File: src/serial_pkg.sv
package serial_pkg;

    // UART bit period in clock cycles, kept short for simulation
    localparam int CLKS_PER_BIT = 8;
    localparam int CLK_CNT_W    = $clog2(CLKS_PER_BIT);

    // Wishbone register map
    localparam int ADDR_W = 2;

    // Write starts write-then-read, read returns last reply
    localparam logic [ADDR_W-1:0] ADDR_DATA   = 2'd0;
    // Bit 0 starts a read-only transaction
    localparam logic [ADDR_W-1:0] ADDR_CTRL   = 2'd1;
    // Bit 0 busy, bit 1 reply valid
    localparam logic [ADDR_W-1:0] ADDR_STATUS = 2'd2;

    // Transaction engine states
    typedef enum logic [1:0] {
        idle,
        write_char,
        read_char
    } sr_state_t;

endpackage

File: src/serial_if.sv
`timescale 1ns/10ps

interface serial_if;

    // Command side, driven by the register decoder
    logic [7:0] tx_data;
    logic       wr;
    logic       rd;

    // Engine status and reply
    logic       busy;
    logic       valid;
    logic [7:0] rx_data;

    modport host (
        output tx_data, wr, rd,
        input  busy, valid, rx_data
    );

    modport engine (
        input  tx_data, wr, rd,
        output busy, valid, rx_data
    );

endinterface

File: src/uart_tx.sv
`timescale 1ns/10ps

module uart_tx import serial_pkg::*; (
    input  logic       clk,
    input  logic       reset,
    input  logic [7:0] tx_data,
    input  logic       tx_wr_strobe,
    output logic       tx_busy,
    output logic       txd
);

    logic [CLK_CNT_W-1:0] clk_cnt;
    logic [3:0]           bit_cnt;
    // Data bits followed by the stop bit
    logic [8:0]           tx_shift;

    always_ff @(posedge clk) begin
        if (reset) begin
            tx_busy <= 1'b0;
            txd     <= 1'b1;
            clk_cnt <= '0;
            bit_cnt <= '0;
        end else if (!tx_busy) begin
            if (tx_wr_strobe) begin
                // Start bit goes out right away
                tx_busy <= 1'b1;
                txd     <= 1'b0;
                clk_cnt <= CLK_CNT_W'(CLKS_PER_BIT - 1);
                bit_cnt <= '0;
            end
        end else if (clk_cnt != '0) begin
            clk_cnt <= clk_cnt - 1'b1;
        end else begin
            clk_cnt <= CLK_CNT_W'(CLKS_PER_BIT - 1);
            if (bit_cnt == 4'd9) begin
                // Stop bit has run its full period
                tx_busy <= 1'b0;
            end else begin
                txd     <= tx_shift[0];
                bit_cnt <= bit_cnt + 1'b1;
            end
        end
    end

    // Shift register, LSB first, idle level shifted in behind
    always_ff @(posedge clk) begin
        if (!tx_busy && tx_wr_strobe) begin
            tx_shift <= {1'b1, tx_data};
        end else if (tx_busy && clk_cnt == '0 && bit_cnt != 4'd9) begin
            tx_shift <= {1'b1, tx_shift[8:1]};
        end
    end

endmodule

File: src/uart_rx.sv
`timescale 1ns/10ps

module uart_rx import serial_pkg::*; (
    input  logic       clk,
    input  logic       reset,
    input  logic       rxd,
    output logic [7:0] rx_data,
    output logic       rx_valid,
    input  logic       rx_rd_strobe
);

    logic                 rxd_meta;
    logic                 rxd_sync;
    logic                 rxd_prev;
    logic                 active;
    logic [CLK_CNT_W-1:0] clk_cnt;
    logic [3:0]           bit_idx;
    logic [7:0]           rx_shift;
    logic                 sample;

    // Two-flop synchronizer, third stage for edge detect
    always_ff @(posedge clk) begin
        if (reset) begin
            rxd_meta <= 1'b1;
            rxd_sync <= 1'b1;
            rxd_prev <= 1'b1;
        end else begin
            rxd_meta <= rxd;
            rxd_sync <= rxd_meta;
            rxd_prev <= rxd_sync;
        end
    end

    // Middle of the current bit period
    assign sample = active && (clk_cnt == '0);

    always_ff @(posedge clk) begin
        if (reset) begin
            active   <= 1'b0;
            clk_cnt  <= '0;
            bit_idx  <= '0;
            rx_valid <= 1'b0;
        end else begin
            if (rx_rd_strobe) begin
                rx_valid <= 1'b0;
            end
            if (!active) begin
                if (rxd_prev && !rxd_sync) begin
                    // Falling edge of start bit, wait half a period
                    active  <= 1'b1;
                    clk_cnt <= CLK_CNT_W'(CLKS_PER_BIT / 2 - 1);
                    bit_idx <= '0;
                end
            end else if (!sample) begin
                clk_cnt <= clk_cnt - 1'b1;
            end else begin
                clk_cnt <= CLK_CNT_W'(CLKS_PER_BIT - 1);
                bit_idx <= bit_idx + 1'b1;
                if (bit_idx == 4'd0 && rxd_sync) begin
                    // Line back high, only a glitch
                    active <= 1'b0;
                end else if (bit_idx == 4'd9) begin
                    active <= 1'b0;
                    // Frame with a low stop bit is dropped
                    if (rxd_sync) begin
                        rx_valid <= 1'b1;
                    end
                end
            end
        end
    end

    always_ff @(posedge clk) begin
        if (sample && bit_idx >= 4'd1 && bit_idx <= 4'd8) begin
            rx_shift <= {rxd_sync, rx_shift[7:1]};
        end
        if (sample && bit_idx == 4'd9 && rxd_sync) begin
            rx_data <= rx_shift;
        end
    end

endmodule

File: src/send_recv.sv
`timescale 1ns/10ps

module send_recv import serial_pkg::*; (
    input  logic       clk,
    input  logic       reset,
    serial_if.engine   cmd,
    output logic [7:0] tx_data,
    output logic       tx_wr_strobe,
    input  logic       tx_busy,
    input  logic [7:0] rx_data,
    input  logic       rx_valid,
    output logic       rx_rd_strobe
);

    sr_state_t  state;
    logic [7:0] tx_char;

    assign cmd.busy = (state != idle);
    assign tx_data  = tx_char;

    // Strobes fire in the cycle the engine leaves its wait state
    assign tx_wr_strobe = (state == write_char) && !tx_busy;
    assign rx_rd_strobe = (state == read_char) && rx_valid;

    always_ff @(posedge clk) begin
        if (reset) begin
            state     <= idle;
            cmd.valid <= 1'b0;
        end else begin
            case (state)
                idle: begin
                    if (cmd.wr) begin
                        state     <= write_char;
                        cmd.valid <= 1'b0;
                    end else if (cmd.rd) begin
                        state     <= read_char;
                        cmd.valid <= 1'b0;
                    end
                end
                write_char: begin
                    if (!tx_busy) begin
                        state <= read_char;
                    end
                end
                read_char: begin
                    if (rx_valid) begin
                        state     <= idle;
                        cmd.valid <= 1'b1;
                    end
                end
                default: state <= idle;
            endcase
        end
    end

    // Outgoing character and reply register
    always_ff @(posedge clk) begin
        if (state == idle && cmd.wr) begin
            tx_char <= cmd.tx_data;
        end
        if (rx_rd_strobe) begin
            cmd.rx_data <= rx_data;
        end
    end

endmodule

File: src/serial_wb_decode.sv
`timescale 1ns/10ps

module serial_wb_decode import serial_pkg::*; (
    input  logic              clk,
    input  logic              reset,
    input  logic [ADDR_W-1:0] adr,
    input  logic [7:0]        dat_i,
    output logic [7:0]        dat_o,
    input  logic              we,
    input  logic              stb,
    input  logic              cyc,
    output logic              ack,
    serial_if.host            cmd
);

    logic access;
    logic cmd_write;
    logic accept;
    logic data_write;
    logic ctrl_write;

    // New bus cycle, not yet acknowledged
    assign access    = stb && cyc && !ack;
    assign cmd_write = we && (adr == ADDR_DATA || adr == ADDR_CTRL);

    // Command writes wait here until the engine is free
    assign accept     = access && !(cmd_write && cmd.busy);
    assign data_write = accept && we && (adr == ADDR_DATA);
    assign ctrl_write = accept && we && (adr == ADDR_CTRL);

    always_ff @(posedge clk) begin
        if (reset) begin
            ack    <= 1'b0;
            cmd.wr <= 1'b0;
            cmd.rd <= 1'b0;
        end else begin
            ack    <= accept;
            cmd.wr <= data_write;
            cmd.rd <= ctrl_write && dat_i[0];
        end
    end

    always_ff @(posedge clk) begin
        if (data_write) begin
            cmd.tx_data <= dat_i;
        end
        if (accept && !we) begin
            case (adr)
                ADDR_DATA:   dat_o <= cmd.rx_data;
                ADDR_STATUS: dat_o <= {6'b0, cmd.valid, cmd.busy};
                default:     dat_o <= 8'h00;
            endcase
        end
    end

endmodule

File: src/serial_port_top.sv
`timescale 1ns/10ps

module serial_port_top import serial_pkg::*; (
    input  logic              clk,
    input  logic              reset,
    input  logic [ADDR_W-1:0] wb_adr,
    input  logic [7:0]        wb_dat_i,
    output logic [7:0]        wb_dat_o,
    input  logic              wb_we,
    input  logic              wb_stb,
    input  logic              wb_cyc,
    output logic              wb_ack,
    output logic              uart_txd,
    input  logic              uart_rxd
);

    serial_if cmd_if ();

    logic [7:0] tx_data;
    logic       tx_wr_strobe;
    logic       tx_busy;
    logic [7:0] rx_data;
    logic       rx_valid;
    logic       rx_rd_strobe;

    serial_wb_decode serial_wb_decode_i (
        .clk   (clk),
        .reset (reset),
        .adr   (wb_adr),
        .dat_i (wb_dat_i),
        .dat_o (wb_dat_o),
        .we    (wb_we),
        .stb   (wb_stb),
        .cyc   (wb_cyc),
        .ack   (wb_ack),
        .cmd   (cmd_if.host)
    );

    send_recv send_recv_i (
        .clk          (clk),
        .reset        (reset),
        .cmd          (cmd_if.engine),
        .tx_data      (tx_data),
        .tx_wr_strobe (tx_wr_strobe),
        .tx_busy      (tx_busy),
        .rx_data      (rx_data),
        .rx_valid     (rx_valid),
        .rx_rd_strobe (rx_rd_strobe)
    );

    uart_tx uart_tx_i (
        .clk          (clk),
        .reset        (reset),
        .tx_data      (tx_data),
        .tx_wr_strobe (tx_wr_strobe),
        .tx_busy      (tx_busy),
        .txd          (uart_txd)
    );

    uart_rx uart_rx_i (
        .clk          (clk),
        .reset        (reset),
        .rxd          (uart_rxd),
        .rx_data      (rx_data),
        .rx_valid     (rx_valid),
        .rx_rd_strobe (rx_rd_strobe)
    );

endmodule

File: config.mk
export PLATFORM = sky130hd
export DESIGN_NAME = serial_port_top
export DESIGN_NICKNAME = d
export VERILOG_FILES = /design/src/serial_pkg.sv /design/src/serial_if.sv /design/src/uart_tx.sv /design/src/uart_rx.sv /design/src/send_recv.sv /design/src/serial_wb_decode.sv /design/src/serial_port_top.sv
export SDC_FILE = /design/constraint.sdc
export NUM_CORES = 1
export LEC_CHECK = 0
export BUFFER_PORTS_ARGS = -buffer_cell sky130_fd_sc_hd__buf_2
export CAP_MARGIN = 20
export CORE_MARGIN = 2
export CORE_UTILIZATION = 55
export CTS_BUF_LIST = sky130_fd_sc_hd__clkbuf_16
export DETAILED_ROUTE_END_ITERATION = 7
export PLACE_DENSITY = 0.79
export SYNTH_ARGS = -nofsm -noshare
export SYNTH_HDL_FRONTEND = slang
export SYNTH_HIERARCHICAL = 1
export SYNTH_SLANG_ARGS = --single-unit
File: constraint.sdc
create_clock -name clk -period 2.9 [get_ports clk]
set_clock_uncertainty 0.05 [all_clocks]
set_input_delay 0.145 -clock clk [delete_from_list [all_inputs] [get_ports clk]]
set_output_delay 0.145 -clock clk [all_outputs]
set_load 0.03 [all_outputs]
==> results.txt <==
Max FO, Critical Path: 11
library cells used by synthesis: 49
RSZ-0062 raised after global routing: false
Synth Cell Area: 0.00325 mm²
fillcell total: 410
vias in the first global route: 1936
H-tree levels: 3
Top delay family on crit path: simple AND/OR/NAND/NOR gates
most common cell after layout, fill and taps aside: edfxtp_1
Pre-Repair DR Iteration Count: 4
maximum buffer depth of the clock tree: 2
DIE HEIGHT: 80.8 µm
TritonCTS clock tree: done
WL per Instance: 14.6 µm
Leakage Power: 1.41 nW
Max-Cap Viols: 0
Post-synth EDFFs: 56
row count: 27
CTS clk-pin slew, worst paths: 0.06 ns
Die Span X: 80.8 µm
post-synthesis sequential area ratio: 68.5%
initial antenna violation count: 0
ys async rst share: 0%
setup TNS: 0 ns
final clock period utilization by the worst path: 67.8%
Power Internal: 1.90 mW
PortBufs: 25
Net Sw Power: 0.517 mW
Clk network pwr share: 42.9%
Multi-input gate area: 928 µm²
Place WS: 0.810 ns
syn_nets: 263
highest clock rate: 0.508 GHz
combinational share of power: 4.1%
first-pass GRT wire length: 8610 µm
worst slew pin tran: 0.835 ns
Final Max Tran Viols: 0
root buffer cell: clkbuf_16
drt total wl: 5190 µm
endpoints failing setup: 0
cells after synthesis: 238
slowest cell on the critical path: nor2b_1
vias per cell: 5.39
worst-path cell chain: nor3b_2 -> nor2b_1 -> nor3_1 -> mux2_2
full die area: 0.00653 mm²
relative slew slack: 43.8%
share of layout cells above drive strength 1: 20.8%
Overall Global Routing Usage: 18.0%
Critical Path Start Type: flop
pwr/cell area: 636 mW/mm²
post-CTS sizing: 0
Core Box Area: 0.00561 mm²
Critical Path AT: 2.13 ns
vias: 1912
I/O Pins: 26
clock sinks: 83
status: finished clean
Sw Ratio: 21.4%
Antenna diodes: 0
# Post-CTS Setup Buffers: 0
CP peak stage delay: 0.66 ns
HP Class: in -> reg
remaining antenna violation count: 0
Avg Cell Area, Syn: 13.6 µm²
Synth Flop Type: edfxtp_1
Layout area overhead: 17.0%
Hold WS: 0.0422 ns
DRC viols: 0
CP required: 3.06 ns
final setup margin: 0.932 ns
total power: 2.41 mW
final hold vios: 0
worst skew pair latency: 0.33 ns
crit path buf inv count: 0
largest net degree at the start of global routing: 26
peak supply drop: 0.000432 V
register cell area after layout: 0.00222 mm²
CP Class: reg -> reg
post-synthesis register bit count: 83
CTS buffer count: 9
Initial Util: 57.9%
Warnings, synthesis: 6
nets@finish: 303
Setup crit end kind: flop
part of the power in registers: 53.0%
cts hold-fix bufs: 9
Starting DRT DRC Count: 86
Placer Congestion: 0.764
fin crit period: 1.97 ns
most frequent cells in the layout: edfxtp_1, dfxtp_1, buf_2, nand2_1, nor2_1
grt total ovfl: 0
post-DP HPWL: 3460 µm
-- worst paths after layout --
check	start	to	slack [ns]	depth (start not counted)
hold / removal	wb_adr[0]	serial_wb_decode_i/cmd.wr	0.04	2
setup / recovery	send_recv_i/state[0]	uart_tx_i/bit_cnt[1]	0.93	4
hold reg to reg	serial_wb_decode_i/cmd.tx_data[6]	send_recv_i/tx_data[6]	0.37	0
setup reg to reg	send_recv_i/state[0]	uart_tx_i/bit_cnt[1]	0.93	4
-- stage by stage --
step                utilization [%]  std cells  instance area, µm²
floorplan                         -        238                3250
global placement               61.1        329                3430
detailed placement             61.1        329                3430
CTS                            67.6        354                3790
global route                   67.7        355                3800
finish                         67.7        355                3800
-- registers in the layout (all words and copies together) (netlist names) --
name and flops:
uart_tx_i/bit_cnt 4, serial_wb_decode_i/cmd.tx_data 8, uart_rx_i/rx_data 8, uart_rx_i/rxd_meta 1
uart_rx_i/active 1, send_recv_i/cmd.rx_data 8, uart_tx_i/clk_cnt 3, uart_rx_i/bit_idx 4
send_recv_i/state 2, uart_rx_i/clk_cnt 3, uart_rx_i/rxd_prev 1, serial_wb_decode_i/dat_o 8
serial_wb_decode_i/cmd.wr 1, uart_rx_i/rx_valid 1, uart_rx_i/rxd_sync 1, uart_tx_i/tx_shift 8
send_recv_i/cmd.valid 1, uart_rx_i/rx_shift 8, uart_tx_i/txd 1, uart_tx_i/tx_busy 1
serial_wb_decode_i/cmd.rd 1, send_recv_i/tx_data 8, serial_wb_decode_i/ack 1
-- cell usage after synthesis (2+ instances only) --
cell,instances,share of area [%]
mux2i_1,4,1.2
a211oi_1,4,0.93
dfxtp_1,27,17
nor2b_1,3,0.58
nor3_1,6,0.93
edfxtp_1,56,52
buf_6,2,0.69
ha_1,9,3.5
nand3b_1,4,0.93
a311oi_1,6,1.6
a21oi_1,4,0.62
or2_2,4,0.77
mux2_2,2,0.69
inv_1,14,1.6
nand2_1,26,3.0
and2_1,6,1.2
or3_1,3,0.58
nor2_1,15,1.7
clkbuf_1,3,0.35
nor4_2,2,0.77
o21ai_0,6,0.93
nand3_1,2,0.31
nand2b_1,4,0.77
-- power groups by stage --
stage	registers [mW]	logic, mW	clock network, mW
after CTS	1.28	0.0990	1.06
after detailed placement	1.31	0.0891	0
after floorplan	1.31	0.0574	0
after global placement	1.30	0.0859	0
after global routing	1.28	0.109	1.11
final	1.28	0.0987	1.03
-- logic make-up after synthesis --
kind of cell / count (synthesis) / synth area share [%]
flip-flops: 83 / 68.5
XOR/XNOR: 1 / 0.270
multiplexers: 6 / 1.93
buffers and inverters: 21 / 2.93
adder cells (fa/ha/maj): 9 / 3.47
AND/OR/NAND/NOR: 90 / 16.7
AO/OA/AOI/OAI: 28 / 6.21
-- cell type report --
type,count,area share [%]
sequential,83,58.5
multi-input combinational,134,24.4
timing repair buffer,36,6.00
clock buffer,9,5.93
tap,72,2.37
inverter,14,1.38
clock inverter,7,1.35
-- metal layers --
layer / share of wire [%] / global-route usage (%) / routed length, µm / vias to the layer above
met2: 50 / 29.5 / 2580 / 37
li1: - / - / - / 939
met4: 1.9 / 10.2 / 98 / 0
met5: 0 / 0 / 0 / -
met1: 44 / 20.9 / 2300 / 926
met3: 4.1 / 5.78 / 213 / 10
No activity file was read; power rests on OpenSTA's default activity.
